**config.mk**
```make
export PLATFORM = sky130hd
export DESIGN_NAME = frame_ram
export DESIGN_NICKNAME = d
export VERILOG_FILES = /design/src/design/splicer_pkg.sv /design/src/design/frame_ram.sv
export SDC_FILE = /design/constraint.sdc
export NUM_CORES = 2
export LEC_CHECK = 0
export ABC_AREA = 1
export BUFFER_PORTS_ARGS = -buffer_cell sky130_fd_sc_hd__buf_2
export CAP_MARGIN = 5
export CORE_ASPECT_RATIO = 0.6
export CORE_MARGIN = 1
export CORE_UTILIZATION = 52
export DETAILED_ROUTE_END_ITERATION = 16
export GPL_TIMING_DRIVEN = 1
export MAX_ROUTING_LAYER = met4
export PLACE_DENSITY = 0.7
export SLEW_MARGIN = 20
export SYNTH_ARGS = -nofsm -noshare
export SYNTH_HDL_FRONTEND = slang
export SYNTH_SLANG_ARGS = --single-unit
export TNS_END_PERCENT = 1
```
**constraint.sdc**
```tcl
create_clock -name I0_clk -period 3.1 [get_ports I0_clk]
set_input_delay 0.93 -clock I0_clk [delete_from_list [all_inputs] [get_ports I0_clk]]
set_output_delay 0.93 -clock I0_clk [all_outputs]
set_load 0.005 [all_outputs]
```
**src/design/splicer_pkg.sv**
```systemverilog
// shared pixel, stream, memory command and FSM types, imported by every splicer module
`default_nettype none

package splicer_pkg;

	localparam int NUM_CH = 4;	// fixed by the 2x2 quadrant layout
	localparam int MAX_H  = 256;	// largest active width the address type covers
	localparam int MAX_V  = 256;

	// bits needed to address a whole h x v frame of stored pixels
	function automatic int addr_bits(input int h, input int v);
		return (h * v > 1) ? $clog2(h * v) : 1;
	endfunction

	localparam int ADDR_W = addr_bits(MAX_H, MAX_V);

	typedef logic [ADDR_W-1:0] addr_t;

	typedef struct packed {
		logic [7:0] zero;	// unused top byte
		logic [7:0] r;
		logic [7:0] g;
		logic [7:0] b;
	} pixel_t;

	typedef struct packed {
		logic [4:0] r;
		logic [5:0] g;
		logic [4:0] b;
	} rgb565_t;

	typedef struct packed {
		logic   vs;	// one-cycle pulse ahead of a frame
		logic   de;
		pixel_t pixel;
	} video_in_t;

	typedef struct packed {
		logic   vs;
		logic   de;
		pixel_t pixel;
	} video_out_t;

	typedef enum logic [1:0] {
		MEM_IDLE  = 2'd0,
		MEM_WRITE = 2'd1,
		MEM_READ  = 2'd2
	} mem_op_t;

	typedef struct packed {
		mem_op_t op;
		addr_t   addr;
		rgb565_t data;	// write data, ignored on reads
	} mem_cmd_t;

	typedef struct packed {
		logic    valid;
		addr_t   addr;
		rgb565_t data;
	} wr_req_t;

	typedef enum logic {
		SCAN_IDLE = 1'b0,
		SCAN_RUN  = 1'b1
	} scan_state_t;

endpackage

`default_nettype wire
```
**src/design/frame_ram.sv**
```systemverilog
// single-port frame store holding the four RGB565 quadrants, driven by the arbiter command
`default_nettype none

module frame_ram
	import splicer_pkg::*;
#(
	parameter int H_SIZE = 16,
	parameter int V_SIZE = 8
) (
	input  logic     I0_clk,
	input  mem_cmd_t mem_cmd,
	output rgb565_t  rd_data
);

	localparam int DEPTH = H_SIZE * V_SIZE;	// 4 x (H/2 x V/2)
	localparam int IDX_W = addr_bits(H_SIZE, V_SIZE);

	rgb565_t          ram [DEPTH];
	logic [IDX_W-1:0] idx;

	assign idx = mem_cmd.addr[IDX_W-1:0];

	always_ff @(posedge I0_clk) begin
		if (mem_cmd.op == MEM_WRITE) begin
			ram[idx] <= mem_cmd.data;
		end else if (mem_cmd.op == MEM_READ) begin
			rd_data <= ram[idx];	// valid the cycle after the command
		end
	end

endmodule

`default_nettype wire

```
==> results.txt <==
Outcome -> complete, no violations
Area grow syn2layout -> 14.0%
Fmax -> 0.405 GHz
Worst Tran Pin Value -> 0.908 ns
Num ports -> 51
GP Congestion -> 0.948
First-pass GRT wire length -> 360 mm
Top post-synthesis cells by area -> edfxtp_1 (71%), nand2_1 (24%), buf_2 (1.5%), nor2_1 (1.4%), buf_6 (0.58%)
Fin nets -> 8,903
Most frequent cell after synthesis -> nand2_1
Largest net degree at the start of global routing -> 129
CP Launch Type -> primary input
Clock Skews -> 0.0511 ns
Pwr dens -> 570 nW/um2
Rel. slew slack -> 39.5%
Post-synth ARST share -> 0%
Initial core utilization -> 52.4%
Vias -> 61,100
GRT Overall Usage -> 29.3%
Reg clk slew, reported paths -> 0.07 ns
Max VDD drop -> 0.551 mV
Share of cells above drive strength 1 -> 8.40%
Num rows -> 116
Max H-tree Level -> 4
CTS root buf -> clkbuf_16
Routed WL -> 243 mm
Net count after synthesis -> 8,644
Post-synth cell types -> 22
Die width -> 531 um
Arrival time worst endpoint -> 2.95 ns
Mapped Cells -> 8,609
Avg Vias per Cell -> 5.43
Crit path time final -> 2.47 ns
Synth top cells by count -> nand2_1 (5,662), edfxtp_1 (2,064), nor2_1 (318)
Die height -> 320 um
Post-cts sizing count -> 0
Starting DRC count in detailed routing -> 8,357
Final setup fails -> 0
Seq cells post-synth -> 2,064
Post-route DRC -> 0
Number of global-route vias before repair -> 56,400
HPWL after detailed placement -> 147 mm
Initial antenna violation count -> 10
Pre-CTS setup slack -> -0.0140 ns
Synth warnings -> 0
Core area -> 167,000 um2
Type of element capturing the critical path -> flop
Full die area -> 170,000 um2
TritonCTS buffer count -> 186
Post-synth EDFFs -> 2,064
TritonCTS clock tree -> done
Mean Syn Cell Area -> 10.2 um2
Metal-1 WL -> 103 mm
Synth area leader -> edfxtp_1
Pins over their slew limit -> 0
Worst setup margin -> 0.630 ns
Worst-skew pair later-pin latency -> 0.83 ns
GRT overflow -> 0
Kind of critical path -> primary input to flop
MaxCap Viol Count -> 0
Max Used Layer -> met4
Non-Filler Instances -> 11,200
Number of post-CTS setup repair buffers -> 0
WL met2 -> 102 mm
Wire length on met3 -> 31.0 mm
Hold Violations, Final -> 0
Seq/Total Area, Yosys -> 70.9%
Ys flop type -> edfxtp_1
Clock Tree Buf Depth -> 4
Critical-path maximum fanout -> 12
Cell Area, Synth -> 87,400 um2
Final period util -> 79.7%
DRT Pass-1 Iters -> 6
Final antenna-violating net count -> 0
Worst Hold Class -> primary input to flop
Fillers -> 13,200
WL/cell -> 21.6 um
Area share of the largest cell type after synthesis -> 70.9%
Clock Sinks -> 2,064
LEAKAGE -> 41.7 nW
Hold bufs inserted after CTS -> 0
Setup tns final -> 0 ns
Cell Count Post-Placement -> 10,900
Port Buf Inserts -> 41
Unrepaired setup endpoints after global routing -> false
Worst Path Required -> 3.58 ns
-- layer usage --
layer / vias to the layer above / GRT usage (%)
met2: 3362 / 40.6
met3: 375 / 6.94
met1: 29100 / 43.4
met5: - / -
li1: 28300 / -
met4: 0 / 7.20
-- through the flow --
stage               hold WS [ns]  area, um2  total power [mW]  util [%]
floorplan                  0.793      87400              33.4         -
global placement           0.904      94100              35.3      56.4
detailed placement         0.926      94100              35.4      56.4
CTS                        0.393      99600              56.8      59.7
global route               0.408      99600              58.3      59.7
finish                     0.432      99600              56.8      59.8
-- area by class of cell --
cell class / count / area [um2] / area share (%)
sequential: 2064 / 62000 / 62.2
multi-input combinational: 6044 / 22800 / 22.9
timing repair buffer: 505 / 6220 / 6.25
clock buffer: 227 / 4870 / 4.89
tap: 2242 / 2810 / 2.82
clock inverter: 93 / 641 / 0.643
inverter: 67 / 283 / 0.284
antenna: 3 / 7.51 / 0.00753
-- state kept, by name, summed over array words and instances, names as in the netlist --
register  cells
rd_data      16
ram        2048
-- final timing paths --
path / from / endpoint / slack (ns) / cells after the start
max: mem_cmd[18] / ram[52][2] / 0.63 / 7
min: mem_cmd[7] / ram[125][7] / 0.43 / 1
max reg2reg: ram[70][10] / rd_data[10] / 1.11 / 13
min reg2reg: ram[47][14] / rd_data[14] / 0.97 / 8
-- cell families (layout without fill, tap and decap cells) --
kind of cell / count (synthesis) / after routing / share of synthesized area, %
buffers and inverters: 501 / 892 / 3.02
flip-flops: 2064 / 2064 / 70.9
AO/OA/AOI/OAI: 13 / 13 / 0.0801
AND/OR/NAND/NOR: 6031 / 6031 / 26.0
other: 0 / 3 / 0
-- layout by cell type, fill, tap and decap left out, drive strengths merged --
cell and count:
nor2 319, diode 3, nand4 1, o211ai 2, nor3 4, clkinv 82, buf 505, edfxtp 2064
nand3 33, o21ai 5, bufinv 8, clkbuf 227, inv 68, or2 12, clkinvlp 2, nand2 5662
a21oi 6
-- report_power, final --
| part | internal [mW] | leakage (nW) | switching [mW] |
|---|---|---|---|
| registers | 30.8 | 18.6 | 0.0286 |
| logic | 1.13 | 20.5 | 3.00 |
| clock network | 11.8 | 2.70 | 10.1 |
-- worst max-delay path, stage by stage --
cell	delay (ns)
buf_8	0.22
inv_8	0.15
nor2_4	0.51
nand3_1	0.29
buf_4	0.29
nor2_1	0.21
buf_4	0.31
Note: power is estimated with default switching activity, not from simulation.
