--- src/design/splicer_pkg.sv ---
// shared pixel, stream, memory command and FSM types, imported by every splicer module
`default_nettype none

package splicer_pkg;

	localparam int NUM_CH = 4;	// fixed by the 2x2 quadrant layout
	localparam int MAX_H  = 256;	// largest active width the address type covers
	localparam int MAX_V  = 256;

	// bits needed to address a whole h x v frame of stored pixels
	function automatic int addr_bits(input int h, input int v);
		return (h * v > 1) ? $clog2(h * v) : 1;
	endfunction

	localparam int ADDR_W = addr_bits(MAX_H, MAX_V);

	typedef logic [ADDR_W-1:0] addr_t;

	typedef struct packed {
		logic [7:0] zero;	// unused top byte
		logic [7:0] r;
		logic [7:0] g;
		logic [7:0] b;
	} pixel_t;

	typedef struct packed {
		logic [4:0] r;
		logic [5:0] g;
		logic [4:0] b;
	} rgb565_t;

	typedef struct packed {
		logic   vs;	// one-cycle pulse ahead of a frame
		logic   de;
		pixel_t pixel;
	} video_in_t;

	typedef struct packed {
		logic   vs;
		logic   de;
		pixel_t pixel;
	} video_out_t;

	typedef enum logic [1:0] {
		MEM_IDLE  = 2'd0,
		MEM_WRITE = 2'd1,
		MEM_READ  = 2'd2
	} mem_op_t;

	typedef struct packed {
		mem_op_t op;
		addr_t   addr;
		rgb565_t data;	// write data, ignored on reads
	} mem_cmd_t;

	typedef struct packed {
		logic    valid;
		addr_t   addr;
		rgb565_t data;
	} wr_req_t;

	typedef enum logic {
		SCAN_IDLE = 1'b0,
		SCAN_RUN  = 1'b1
	} scan_state_t;

endpackage

`default_nettype wire
--- src/design/channel_capture.sv ---
// one input channel: 2x2 decimation, RGB565 packing and a write queue toward the memory arbiter
`default_nettype none

module channel_capture
	import splicer_pkg::*;
#(
	parameter int H_SIZE     = 16,
	parameter int V_SIZE     = 8,
	parameter int FIFO_DEPTH = H_SIZE / 2,
	parameter int CH_INDEX   = 0
) (
	input  logic      I0_clk,
	input  logic      rst_n,
	input  video_in_t video,
	output wr_req_t   wr_req,
	input  logic      grant
);

	localparam int Q_W   = H_SIZE / 2;
	localparam int Q_H   = V_SIZE / 2;
	localparam int BASE  = CH_INDEX * Q_W * Q_H;	// first word of this quadrant
	localparam int X_W   = (H_SIZE > 1) ? $clog2(H_SIZE) : 1;
	localparam int Y_W   = (V_SIZE > 1) ? $clog2(V_SIZE) : 1;
	localparam int PTR_W = (FIFO_DEPTH > 1) ? $clog2(FIFO_DEPTH) : 1;
	localparam int CNT_W = $clog2(FIFO_DEPTH + 1);

	typedef struct packed {
		addr_t   addr;
		rgb565_t data;
	} entry_t;

	logic [X_W-1:0]   x_cnt;
	logic [Y_W-1:0]   y_cnt;
	logic             keep;
	logic             push;
	logic             pop;
	logic             full;
	entry_t           push_entry;
	entry_t           fifo_mem [FIFO_DEPTH];
	logic [PTR_W-1:0] wr_ptr;
	logic [PTR_W-1:0] rd_ptr;
	logic [CNT_W-1:0] count;

	function automatic logic [PTR_W-1:0] ptr_next(input logic [PTR_W-1:0] p);
		return (p == PTR_W'(FIFO_DEPTH - 1)) ? '0 : p + 1'b1;
	endfunction

	always_ff @(posedge I0_clk or negedge rst_n) begin
		if (!rst_n) begin
			x_cnt <= '0;
			y_cnt <= '0;
		end else if (video.vs) begin	// new input frame
			x_cnt <= '0;
			y_cnt <= '0;
		end else if (video.de) begin
			if (x_cnt == X_W'(H_SIZE - 1)) begin
				x_cnt <= '0;
				y_cnt <= (y_cnt == Y_W'(V_SIZE - 1)) ? '0 : y_cnt + 1'b1;
			end else begin
				x_cnt <= x_cnt + 1'b1;
			end
		end
	end

	assign keep = video.de && !x_cnt[0] && !y_cnt[0];	// top-left of each 2x2 block

	always_comb begin
		push_entry.addr   = addr_t'(BASE + int'(y_cnt >> 1) * Q_W + int'(x_cnt >> 1));
		push_entry.data.r = video.pixel.r[7:3];	// keep the msbs
		push_entry.data.g = video.pixel.g[7:2];
		push_entry.data.b = video.pixel.b[7:3];
	end

	assign full = (count == CNT_W'(FIFO_DEPTH));
	assign pop  = grant && wr_req.valid;
	assign push = keep && (!full || pop);	// head slot frees up on a pop

	always_ff @(posedge I0_clk) begin
		if (push) begin
			fifo_mem[wr_ptr] <= push_entry;
		end
	end

	always_ff @(posedge I0_clk or negedge rst_n) begin
		if (!rst_n) begin
			wr_ptr <= '0;
			rd_ptr <= '0;
			count  <= '0;
		end else begin
			if (push) begin
				wr_ptr <= ptr_next(wr_ptr);
			end
			if (pop) begin
				rd_ptr <= ptr_next(rd_ptr);
			end
			count <= count + CNT_W'(push) - CNT_W'(pop);
		end
	end

	always_comb begin
		wr_req.valid = (count != '0);
		wr_req.addr  = fifo_mem[rd_ptr].addr;	// head waits here until granted
		wr_req.data  = fifo_mem[rd_ptr].data;
	end

	// a kept pixel that finds no room is lost from the quadrant
	a_no_overflow: assert property (@(posedge I0_clk) disable iff (!rst_n)
		keep |-> (!full || pop));

	a_grant_valid: assert property (@(posedge I0_clk) disable iff (!rst_n)
		grant |-> wr_req.valid);

endmodule

`default_nettype wire

--- config.mk ---
export PLATFORM = sky130hd
export DESIGN_NAME = channel_capture
export DESIGN_NICKNAME = d
export VERILOG_FILES = /design/src/design/splicer_pkg.sv /design/src/design/channel_capture.sv
export SDC_FILE = /design/constraint.sdc
export NUM_CORES = 1
export LEC_CHECK = 0
export BUFFER_PORTS_ARGS = -buffer_cell sky130_fd_sc_hd__buf_2
export CELL_PAD_IN_SITES_DETAIL_PLACEMENT = 1
export CELL_PAD_IN_SITES_GLOBAL_PLACEMENT = 2
export CORE_AREA = 2 2 140 142
export CTS_CLUSTER_DIAMETER = 30
export DETAILED_ROUTE_END_ITERATION = 8
export DIE_AREA = 0 0 142 144
export PLACE_DENSITY = 0.71
export SLEW_MARGIN = 40
export SYNTH_ARGS = -nofsm -noshare
export SYNTH_HDL_FRONTEND = slang
export SYNTH_SLANG_ARGS = --single-unit
--- constraint.sdc ---
create_clock -name I0_clk -period 6.4 [get_ports I0_clk]
set_input_delay 0.64 -clock I0_clk [delete_from_list [all_inputs] [get_ports I0_clk]]
set_output_delay 0.64 -clock I0_clk [all_outputs]
set_load 0.05 [all_outputs]
==> out/qor.yml <==
placement:
  hpwl_mm: 8.15
  gp_congestion: 0.673
  post-place-ws_ns: 3.23
  placed_area_um2: 7990
  port_buffers: 42
grt:
  grt_pass1_vias: 3760
  antenna_found_initial: 1
  grt.overflow.total: 0
  track_usage_pct: 14.6
  grt_pass1_wl_mm: 21.6
  grt_max_degree: 30
clock_network:
  cts_hold_buffers: 0
  htree_num_levels: 4
  cts_buffer_depth: 2
  clkSlewWorstSetupHoldPaths_ns: 0.06
  cts_tree: "done"
  clock_sinks: 185
  clock_latency_ns: 0.42
  ctsRootBufferMaster: "clkbuf_16"
  post-cts-setup-buffers: 0
  postCtsResizedCells: 0
  cts_made_buffers: 17
logic_synthesis:
  netlist_area_um2: 7500
  synth_cell_types: 35
  synthArstFlopShare_pct: 9.19
  synth_seq_cells: 185
  ys_seq_area_share_pct: 72.9
  syn_inst: 350
  yosysWarnings: 0
  ys.flop_type: "edfxtp_1"
  avgSynthCellArea_um2: 21.4
  synth-edff-count: 168
floorplan:
  ioPinCount: 70
  core_um2: 19100
  die_w_um: 142
  die-area_um2: 20400
  core.rowCount: 51
  die_h_um: 144
  start_util_pct: 39.3
routing:
  wl_per_cell_um: 21.3
  vias_per_cell: 5.19
  vias: 3420
  first_pass_iters: 4
  wl_mm: 14.1
  drtAntennaViolNets: 0
  first_iter_violations: 177
  drc: 0
critical_path:
  critical_path_class: "reg -> out"
  timing.rr.start: "count[2]$_DFF_PN0_"
  crit_fanout: 23
  cp.arrival_ns: 2.89
  cpPeakStageDelay_ns: 0.80
  crit_start: "rd_ptr[1]$_DFFE_PN0P_"
  r2r_cells: 11
  cp_slowest_cell: "dfrtp_2"
  end_kind: "primary output"
  cp.required_ns: 5.76
  critPathLaunchType: "flop"
  crit_path_cell_trace: "buf_4 > mux4_1 > mux2_2 > buf_2"
finish:
  post-route-util_pct: 45.4
  area_growth_pct: 15.4
  final_common_cell: "edfxtp_1"
  fill_cells: 1754
  fin_area_um2: 8660
  mostFrequentLayoutCells: "edfxtp_1 (168), buf_2 (42), mux4_1 (29), mux2_2 (26), clkbuf_16 (17)"
  final_net_count: 458
  drive_gt1_share_pct: 31.4
timing:
  post-route-period-util_pct: 55.2
  min_period_ns: 3.53
  setup-tns-final_ns: 0
  max_freq_mhz: 283
  setup_slack_ns: 2.87
  whs_ns: 0.147
  fin_worst_skew_ns: 0.00702
  hold_viol: 0
  max_slew_margin_pct: 45.2
  finalSetupViolCount: 0
  drv_slew: 0
  worst_pin_slew_ns: 0.820
  rsz0062_at_grt: "false"
power_and_ir_drop:
  ir_drop_uv: 211
  p_leak_uw: 0.00305
  p_per_area_nw_per_um2: 477
outcome:
  status: "completed"
worst_hold_path:
  min_path_type: "in -> async"
flow_run:
  drv_cap: 0
==> report_power, final <==
group          total [uW]  switching, uW  internal, uW
Sequential           1600            117          1480
Clock                1140            442           698
Combinational        1390            864           523
Total                4130           1420          2710
==> registers in the layout, summed over array words and instances (netlist names) <==
name	flops
fifo_mem	168
count	4
x_cnt	4
rd_ptr	3
wr_ptr	3
y_cnt	3
==> synthesized netlist by cell type (2+ instances only) <==
master / n / area share (%)
xor2_1: 2 / 0.23
nor3_1: 4 / 0.27
clkbuf_1: 5 / 0.25
edfxtp_1: 168 / 67
dfrtp_1: 17 / 5.7
mux2_2: 26 / 3.9
buf_4: 11 / 1.1
mux2i_1: 3 / 0.40
nor2_1: 9 / 0.45
or3b_2: 2 / 0.23
nand2_1: 7 / 0.35
mux4_2: 13 / 3.9
a21oi_1: 5 / 0.33
or3_1: 2 / 0.17
nand2b_1: 2 / 0.17
buf_6: 5 / 0.75
nor2b_1: 2 / 0.17
mux4_1: 29 / 10
inv_1: 10 / 0.50
ha_1: 13 / 2.2
==> final cells by class <==
type	instances	area (um^2)	area share, %
clock inverters	13	218	2.51
repair buffers	51	285	3.30
clock buffers	19	433	5.00
multi-input cells	142	1910	22.1
flip-flops and latches	185	5470	63.2
well taps	238	298	3.44
inverters	10	37.5	0.434
diodes	1	2.50	0.0289
==> final timing paths <==
| check | endpoint | slack, ns |
|---|---|---|
| hold / removal | count[0]$_DFF_PN0_ | 0.15 |
| max in group asynchronous | rd_ptr[1]$_DFFE_PN0P_ | 5.93 |
| min in group I0_clk | fifo_mem[5][1]$_DFFE_PP_ | 0.48 |
| setup reg to reg | count[2]$_DFF_PN0_ | 3.85 |
| hold reg to reg | y_cnt[0]$_DFFE_PN0P_ | 0.58 |
| setup / recovery | wr_req[20] | 2.87 |
==> critical path: cells and delay by family (launching register included) <==
kind / cells / cell delay (ns)
multiplexers: 2 / 0.92
buffers and inverters: 2 / 0.73
flip-flops: 1 / 0.80
==> stage by stage <==
stage	power [uW]	instances
2_1_floorplan	2710	360
3_3_place_gp	3000	625
3_5_place_dp	3050	625
4_1_cts	4190	657
5_1_grt	4320	658
6_report	4130	659
==> logic make-up (layout without fill, tap and decap cells) <==
logic type | count (synthesis) | in the layout | synth area share [%]
flops | 185 | 185 | 72.9
mux | 72 | 72 | 18.5
xor+xnor | 3 | 3 | 0.350
compound gates | 10 | 10 | 0.801
other cells | 1 | 12 | 0.0500
buf+inv | 33 | 93 | 2.72
fa+ha+maj | 14 | 14 | 2.44
simple gates | 32 | 32 | 2.19
==> layer usage <==
metal / share of wire, % / track usage, % / up-vias
li1: - / - / 1537
met2: 51 / 25.5 / 50
met5: 0 / 0 / -
met3: 3.4 / 3.77 / 10
met4: 1.1 / 4.68 / 0
met1: 44 / 18.0 / 1823
Power figures use the tool's default switching activity.
