==> config.mk <==
export PLATFORM = sky130hd
export DESIGN_NAME = memory_arbiter
export DESIGN_NICKNAME = d
export VERILOG_FILES = /design/src/design/splicer_pkg.sv /design/src/design/memory_arbiter.sv
export SDC_FILE = /design/constraint.sdc
export NUM_CORES = 1
export LEC_CHECK = 0
export BUFFER_PORTS_ARGS = -buffer_cell sky130_fd_sc_hd__buf_2
export CAP_MARGIN = 15
export CORE_MARGIN = 5
export CORE_UTILIZATION = 39
export CTS_BUF_LIST = sky130_fd_sc_hd__clkbuf_4
export DETAILED_ROUTE_END_ITERATION = 10
export PLACE_DENSITY = 0.9
export SYNTH_ARGS = -nofsm -noshare
export SYNTH_HDL_FRONTEND = slang
export SYNTH_SLANG_ARGS = --single-unit
==> constraint.sdc <==
create_clock -name I0_clk -period 2.3 [get_ports I0_clk]
set_input_delay 0.46 -clock I0_clk [delete_from_list [all_inputs] [get_ports I0_clk]]
set_output_delay 0.46 -clock I0_clk [all_outputs]
set_load 0.03 [all_outputs]
==> src/design/splicer_pkg.sv <==
// shared pixel, stream, memory command and FSM types, imported by every splicer module
`default_nettype none

package splicer_pkg;

	localparam int NUM_CH = 4;	// fixed by the 2x2 quadrant layout
	localparam int MAX_H  = 256;	// largest active width the address type covers
	localparam int MAX_V  = 256;

	// bits needed to address a whole h x v frame of stored pixels
	function automatic int addr_bits(input int h, input int v);
		return (h * v > 1) ? $clog2(h * v) : 1;
	endfunction

	localparam int ADDR_W = addr_bits(MAX_H, MAX_V);

	typedef logic [ADDR_W-1:0] addr_t;

	typedef struct packed {
		logic [7:0] zero;	// unused top byte
		logic [7:0] r;
		logic [7:0] g;
		logic [7:0] b;
	} pixel_t;

	typedef struct packed {
		logic [4:0] r;
		logic [5:0] g;
		logic [4:0] b;
	} rgb565_t;

	typedef struct packed {
		logic   vs;	// one-cycle pulse ahead of a frame
		logic   de;
		pixel_t pixel;
	} video_in_t;

	typedef struct packed {
		logic   vs;
		logic   de;
		pixel_t pixel;
	} video_out_t;

	typedef enum logic [1:0] {
		MEM_IDLE  = 2'd0,
		MEM_WRITE = 2'd1,
		MEM_READ  = 2'd2
	} mem_op_t;

	typedef struct packed {
		mem_op_t op;
		addr_t   addr;
		rgb565_t data;	// write data, ignored on reads
	} mem_cmd_t;

	typedef struct packed {
		logic    valid;
		addr_t   addr;
		rgb565_t data;
	} wr_req_t;

	typedef enum logic {
		SCAN_IDLE = 1'b0,
		SCAN_RUN  = 1'b1
	} scan_state_t;

endpackage

`default_nettype wire
==> src/design/memory_arbiter.sv <==
// shares the single frame memory port between the scan-out reader and the four capture writers
`default_nettype none

module memory_arbiter
	import splicer_pkg::*;
#(
	parameter int H_SIZE = 16,
	parameter int V_SIZE = 8
) (
	input  logic              I0_clk,
	input  logic              rst_n,
	input  wr_req_t           wr_req [NUM_CH],
	output logic [NUM_CH-1:0] grant,
	input  logic              rd_req,
	input  addr_t             rd_addr,
	output mem_cmd_t          mem_cmd
);

	localparam int MEM_WORDS = H_SIZE * V_SIZE;	// four quadrants together
	localparam int IDX_W     = $clog2(NUM_CH);

	logic [IDX_W-1:0] rr_ptr;
	logic [IDX_W-1:0] win_idx;
	logic             win_valid;
	mem_cmd_t         cmd_next;

	// first valid writer at or after the pointer
	always_comb begin
		logic [IDX_W-1:0] idx;
		win_idx   = rr_ptr;
		win_valid = 1'b0;
		for (int i = 0; i < NUM_CH; i++) begin
			idx = rr_ptr + IDX_W'(i);	// wraps around the ring
			if (!win_valid && wr_req[idx].valid) begin
				win_valid = 1'b1;
				win_idx   = idx;
			end
		end
	end

	always_comb begin
		grant = '0;
		if (!rd_req && win_valid) begin	// reader always wins
			grant[win_idx] = 1'b1;
		end
	end

	always_comb begin
		cmd_next = '{op: MEM_IDLE, addr: '0, data: '0};
		if (rd_req) begin
			cmd_next.op   = MEM_READ;
			cmd_next.addr = rd_addr;
		end else if (win_valid) begin
			cmd_next.op   = MEM_WRITE;
			cmd_next.addr = wr_req[win_idx].addr;
			cmd_next.data = wr_req[win_idx].data;
		end
	end

	always_ff @(posedge I0_clk or negedge rst_n) begin
		if (!rst_n) begin
			mem_cmd <= '{op: MEM_IDLE, addr: '0, data: '0};
			rr_ptr  <= '0;
		end else begin
			mem_cmd <= cmd_next;
			if (!rd_req && win_valid) begin
				rr_ptr <= win_idx + 1'b1;	// next search starts past the winner
			end
		end
	end

	a_one_grant: assert property (@(posedge I0_clk) disable iff (!rst_n)
		$onehot0(grant));

	a_read_first: assert property (@(posedge I0_clk) disable iff (!rst_n)
		rd_req |-> (grant == '0));

	// requesters must stay inside the four quadrants
	a_addr_range: assert property (@(posedge I0_clk) disable iff (!rst_n)
		(mem_cmd.op != MEM_IDLE) |-> (mem_cmd.addr < ADDR_W'(MEM_WORDS)));

endmodule

`default_nettype wire

==> results of run 1 <==
## worst max-delay path by stage
stage                 from           to  slack (ns)  depth (start not counted)
2_1_floorplan   wr_req[65]     grant[0]        0.06                          7
3_3_place_gp   wr_req[131]  mem_cmd[26]         0.1                          8
3_5_place_dp   wr_req[131]  mem_cmd[24]       -0.02                          8
4_1_cts          rr_ptr[1]     grant[0]       -0.01                          7
5_1_grt          rr_ptr[0]     grant[1]       -0.03                          7
6_report         rr_ptr[1]     grant[0]        0.04                          7
## power by group
group          total [mW]  switching, mW  internal [mW]
sequential          0.837         0.0644          0.773
clock               0.451          0.224          0.227
combinational        1.69          0.841          0.851
total                2.98           1.13           1.85
## metrics by stage
step / TNS, ns / total power [mW]
CTS: -0.0100 / 2.94
detailed placement: -0.126 / 2.47
finish: 0 / 2.98
global placement: 0 / 2.41
floorplan: 0 / 1.99
global route: -0.0834 / 3.16
## critical path: stages, from the launching register on
cell,delay [ns]
dfrtp_2,0.45
nand2_1,0.09
a21oi_2,0.16
o221a_4,0.27
inv_8,0.04
ha_1,0.16
and2_1,0.14
buf_6,0.14
## flip-flops by register name, summed over array words and instances, names as in the netlist
register and count:
rr_ptr 2, mem_cmd 34
## synth_stat cells (2+ instances only)
library cell and instances:
dfrtp_1 36, mux4_2 32, and2_1 20, a22o_1 16
clkbuf_1 6, a21oi_1 5, ha_1 4, nor2_1 4
buf_2 3, inv_1 3, buf_12 2, nand2_1 2
nor2b_1 2
## cells by family after synthesis
| kind of cell | after synthesis | share of synthesized area (%) |
|---|---|---|
| adders and majority gates | 4 | 2.32 |
| muxes | 32 | 33.4 |
| buffers and inverters | 16 | 4.93 |
| AOI/OAI and AO/OA | 26 | 9.87 |
| DFF | 36 | 41.8 |
| and+or+nand+nor | 29 | 7.66 |
## metal layers
metal	vias to the layer above	share of wire, %	global-route usage, %
met4	0	2.1	8.06
met2	117	56	40.9
met5	-	0	0
li1	949	-	-
met3	16	9.5	6.67
met1	997	33	21.6
## timing repair
action | in CTS | in global routing
gates resized for setup | 7 | 10
pin swaps | 1 | 2
hold buffers | 0 | 0
cloned | 0 | 0
setup buffers | 0 | 4
setup endpoints to repair | 3 | 3
## placed cells by master (no fill, tap or decap), types with 3 or more instances in the layout
| cell type | netlist | layout |
|---|---|---|
| mux4_2 | 32 | 32 |
| a21oi_2 | 1 | 4 |
| buf_12 | 2 | 3 |
| clkbuf_4 | 0 | 5 |
| a22o_1 | 16 | 16 |
| nor2_1 | 4 | 4 |
| and2_1 | 20 | 20 |
| buf_4 | 0 | 9 |
| dfrtp_1 | 36 | 34 |
| buf_2 | 3 | 186 |
| ha_1 | 4 | 4 |
## final cells by class
cell class	count	area (um^2)
fill	450	2050
tap	72	90.1
clock buffer	5	37.5
clock inverter	3	42.5
sequential	36	903
multi-input combinational	91	1210
timing repair buffer	200	1080
inverter	4	22.5
==> results.toml, run 1 <==
[outcome]
status = "complete, no violations"

[timing]
tightestPinTransition_ns = 0.818
finalSetupViolCount = 0
hold_viol_final = 0
fin_crit_ns = 2.26
slew_headroom_pct = 45.5
setup_slack_ns = 0.0434
skew_ns = 0.0140
maxSlewViolCount = 0
max_freq_mhz = 443
period_share_pct = 98.1
fin_hold_ws_ns = 0.191

[logic_synthesis]
synth_top_cell_area_share_pct = 41.8
netlist_area_um2 = 2160
synthArstFlopShare_pct = 100
synthTopCellsByArea = "dfrtp_1 42%, mux4_2 33%, a22o_1 6.5%"
ys_types = 21
yosysWarnings = 0
synthesis.nets = 298
syn_avg_cell_area_um2 = 15.1
synth_edf_count = 0
synthCells = 143
yosysSeqAreaShare_pct = 41.8
ys.flop_type = "dfrtp_1"
yosys.area.top_type = "dfrtp_1"
ys_ff_latch = 36

[grt]
overflow = 0
grt_pass1_vias = 2460
grt_pass1_wl_mm = 12.0
track_usage_pct = 21.4
antenna_found_initial = 0
grt_max_degree = 37

[drt]
num_vias = 2079
firstDrtPassIters = 4
routed_wirelength_mm = 7.60
drc = 0
routed_via_density = 5.06
ant_nets = 0
wl_per_cell_um = 18.5
drtIter0Drc = 39

[die]
die_area_um2 = 7110
die_h_um = 84.4
pin_count = 189
core-area_um2 = 5440
initial_utilization_pct = 39.6
die_w_um = 84.4
rows = 27

[clock_tree]
cts_tree = "done"
htreeDepth = 2
cts_max_path_buffers = 2
cts_num_sinks = 36
path_clk_slew_ns = 0.13
insertion_delay_ns = 0.34
cts_made_buffers = 5
clk_root_buffer_cell = "clkbuf_4"

[cells_and_area]
antenna-diode-count = 0
final_cell_area_um2 = 3390
fin_util_pct = 62.2
layout-drive-gt1-share_pct = 75.2
finalNetCount = 493
synthToLayoutAreaGrowth_pct = 57.1
fin_cells = 411

[worst_setup_path]
crit_required_ns = 1.84
crit_path_max_fanout = 5
critPathArrivalTime_ns = 1.80
cp-end-kind = "output pin"
startpoint_type = "flop"
r2r_setup_slack_ns = 0.15
reg2reg_to = "mem_cmd[24]"
worstReg2RegStart = "rr_ptr[1]"
path_class = "reg -> out"
reg2reg_depth = 8

[placed_design]
routabilityCongestion = 0.877
place_inst = 399
dp_hpwl_mm = 6.32
dp_slack_ns = -0.0221
post_dp_cell_area_um2 = 3230
port_buffers = 188

[power]
p_leak_nw = 1.75
powerDensity_nw_per_um2 = 880
ir_worst_vdd_v = 0.000449

[flow_run]
drv_cap = 0

[hold_path]
hold_path.class = "in -> async"
Note: power is estimated with default switching activity, not from simulation.
==> run 2: changes to the inputs <==
--- a/config.mk
+++ b/config.mk
@@ -10,6 +10,6 @@
 export CORE_MARGIN = 5
-export CORE_UTILIZATION = 39
+export CORE_UTILIZATION = 42
 export CTS_BUF_LIST = sky130_fd_sc_hd__clkbuf_4
 export DETAILED_ROUTE_END_ITERATION = 10
-export PLACE_DENSITY = 0.9
+export PLACE_DENSITY = 0.95
 export SYNTH_ARGS = -nofsm -noshare
==> constraint.sdc (replaced) <==
create_clock -name I0_clk -period 2.6 [get_ports I0_clk]
set_input_delay 0 -clock I0_clk [delete_from_list [all_inputs] [get_ports I0_clk]]
set_output_delay 0 -clock I0_clk [all_outputs]
set_load 0.03 [all_outputs]
==> run 2 against run 1 <==
- non-clock buffer count increased by 9
- sequential share of layout area fell by 0.084 points
- power decreased by 19%
- via count up 6.3%
- core utilization increased by 4.9 points
- die area fell by 6.3%
- largest power group unchanged
==> results.toml, run 2 (synthesis results as in run 1) <==
[cells_and_area]
n_fill_cell = 392
top_regs = "mem_cmd x34, rr_ptr x2"
seq_area_um2 = 901
layout-drive-gt1-share_pct = 67.6
fin_util_pct = 67.2
finalNetCount = 503
final_cell_area_um2 = 3390
mostFrequentLayoutCells = "188 x buf_2, 36 x dfrtp_1, 32 x mux4_2"
largest_register_ffs = 34
regMostFlops = "mem_cmd"
antenna-diode-count = 0
synthToLayoutAreaGrowth_pct = 57.1
multiInputGateArea_um2 = 1190
layout_commonest_cell = "buf_2"

[die]
die_area_um2 = 6670
core-area_um2 = 5040
initial_utilization_pct = 42.8
rows = 26
die_h_um = 81.6
pin_count = 189
die_w_um = 81.6

[hold_path]
holdPathStages = 3
hold_path.class = "in -> reg"

[grt]
track_usage_pct = 24.2
grt_pass1_wl_mm = 11.9
antenna_found_initial = 0
overflow = 0
grt_pass1_vias = 2442
grt_max_degree = 37

[clock_tree]
cts_tree = "done"
cts_resized = 0
post-cts-setup-buffer-count = 0
cts_max_path_buffers = 2
htreeDepth = 2
cts_num_sinks = 36
cts_made_buffers = 5
clk_root_buffer_cell = "clkbuf_4"
path_clk_slew_ns = 0.11
insertion_delay_ns = 0.33

[timing]
slew_headroom_pct = 32.9
period_share_pct = 87.5
tightestPinTransition_ns = 1.00
max_freq_mhz = 440
skew_ns = 0.00690
fin_crit_ns = 2.27
setup_tns_ns = 0
maxSlewViolCount = 0
grt_setup_unrepaired = "false"
finalSetupViolCount = 0
fin_hold_ws_ns = 0.0916
hold_viol_final = 0

[worst_setup_path]
crit_family = "compound AO/OA/AOI/OAI gates"
startpoint_type = "flop"
path_buf_inv = 3
crit_path_max_fanout = 15
reg2reg_to = "mem_cmd[22]"
r2r_setup_slack_ns = 0.33
crit_required_ns = 2.82
cp_cell_sequence = "inv_1 -> a21oi_2 -> o221a_4 -> inv_4 -> buf_4 -> mux4_2 -> a22o_1"
cp-end-kind = "flop"
path_class = "reg -> reg"
reg2reg_depth = 7
cp-startpoint = "rr_ptr[1]"
worstReg2RegStart = "rr_ptr[1]"
critPathCapture = "mem_cmd[22]"
cpPeakStageDelay_ns = 0.55
critPathArrivalTime_ns = 2.49
cp.depth = 7
worst_path_max_delay_cell = "mux4_2"

[power]
seqPwrFrac_pct = 30.1
powerDensity_nw_per_um2 = 712
p_clk_share_pct = 11.8
p_int_mw = 1.44
p_total_mw = 2.41
combPwrFrac_pct = 58.1
ir_worst_vdd_v = 0.000415
switchingPower_mw = 0.971
switching_share_pct = 40.3
p_leak_nw = 1.75

[drt]
ant_nets = 0
routed_wirelength_mm = 8.40
routed_via_density = 5.28
wl_per_cell_um = 20.0
drtIter0Drc = 96
num_vias = 2211
firstDrtPassIters = 4
drc = 0

[placed_design]
post_dp_cell_area_um2 = 3140
dp_hpwl_mm = 6.38
port_buffers = 188
routabilityCongestion = 0.855

[outcome]
status = "complete, no violations"

[flow_run]
drv_cap = 0
[run 2: changes by cell type in the layout (fill, tap and decap cells not counted), sizes merged]
| cell | change |
|---|---|
| dlygate4sd3 | +18 |
| buf | -9 |
| clkinv | +2 |
| bufinv | -1 |
| clkinvlp | -1 |
| o2bb2ai | +1 |
[run 2: cell type report]
class	count	area share [%]
Clock buffer	5	1.11
Clock inverter	3	0.406
Inverter	4	0.517
Multi-Input combinational cell	92	35.0
Sequential cell	36	26.6
Tap cell	70	2.59
Timing Repair Buffer	209	33.8
[run 2: worst register-to-register path, cell delays in order (launching register included)]
cell	delay, ns
dfrtp_1	0.43
inv_1	0.23
a21oi_2	0.10
o221a_4	0.28
inv_4	0.06
buf_4	0.28
mux4_2	0.56
a22o_1	0.24
[run 2: through the flow]
stage          setup slack, ns  cells
2_1_floorplan            0.727    143
3_3_place_gp             0.455    392
3_5_place_dp             0.335    392
4_1_cts                 0.0226    418
5_1_grt                  0.170    419
6_report                 0.326    419
[run 2: what timing repair did]
item | CTS | global route
hold buffers | 18 | 0
endpoints found under the hold margin | 53 | 0
cloned | 0 | 1
pin swaps | 1 | 1
setup endpoints to repair | 1 | 2
[run 2: worst min path at each step]
stage / end / from
3_3_place_gp: mem_cmd[32] / rst_n
2_1_floorplan: mem_cmd[0] / rst_n
3_5_place_dp: mem_cmd[32] / rst_n
6_report: mem_cmd[4] / wr_req[37]
5_1_grt: mem_cmd[15] / wr_req[15]
4_1_cts: mem_cmd[23] / wr_req[23]
[run 2: per-layer routing]
layer	vias up	GRT usage, %	share of wire (%)
met2	110	47.0	58
met3	22	6.14	7.1
met1	1108	24.2	33
li1	971	-	-
met5	-	0	0
met4	0	10.1	2.5
[run 2: power groups by stage]
| stage | Combinational [mW] | Clock [mW] | Sequential [mW] |
|---|---|---|---|
| 6_report | 1.40 | 0.286 | 0.725 |
| 5_1_grt | 1.51 | 0.319 | 0.738 |
| 4_1_cts | 1.39 | 0.295 | 0.726 |
| 3_5_place_dp | 1.36 | 0 | 0.737 |
| 3_3_place_gp | 1.31 | 0 | 0.733 |
| 2_1_floorplan | 0.790 | 0 | 0.969 |
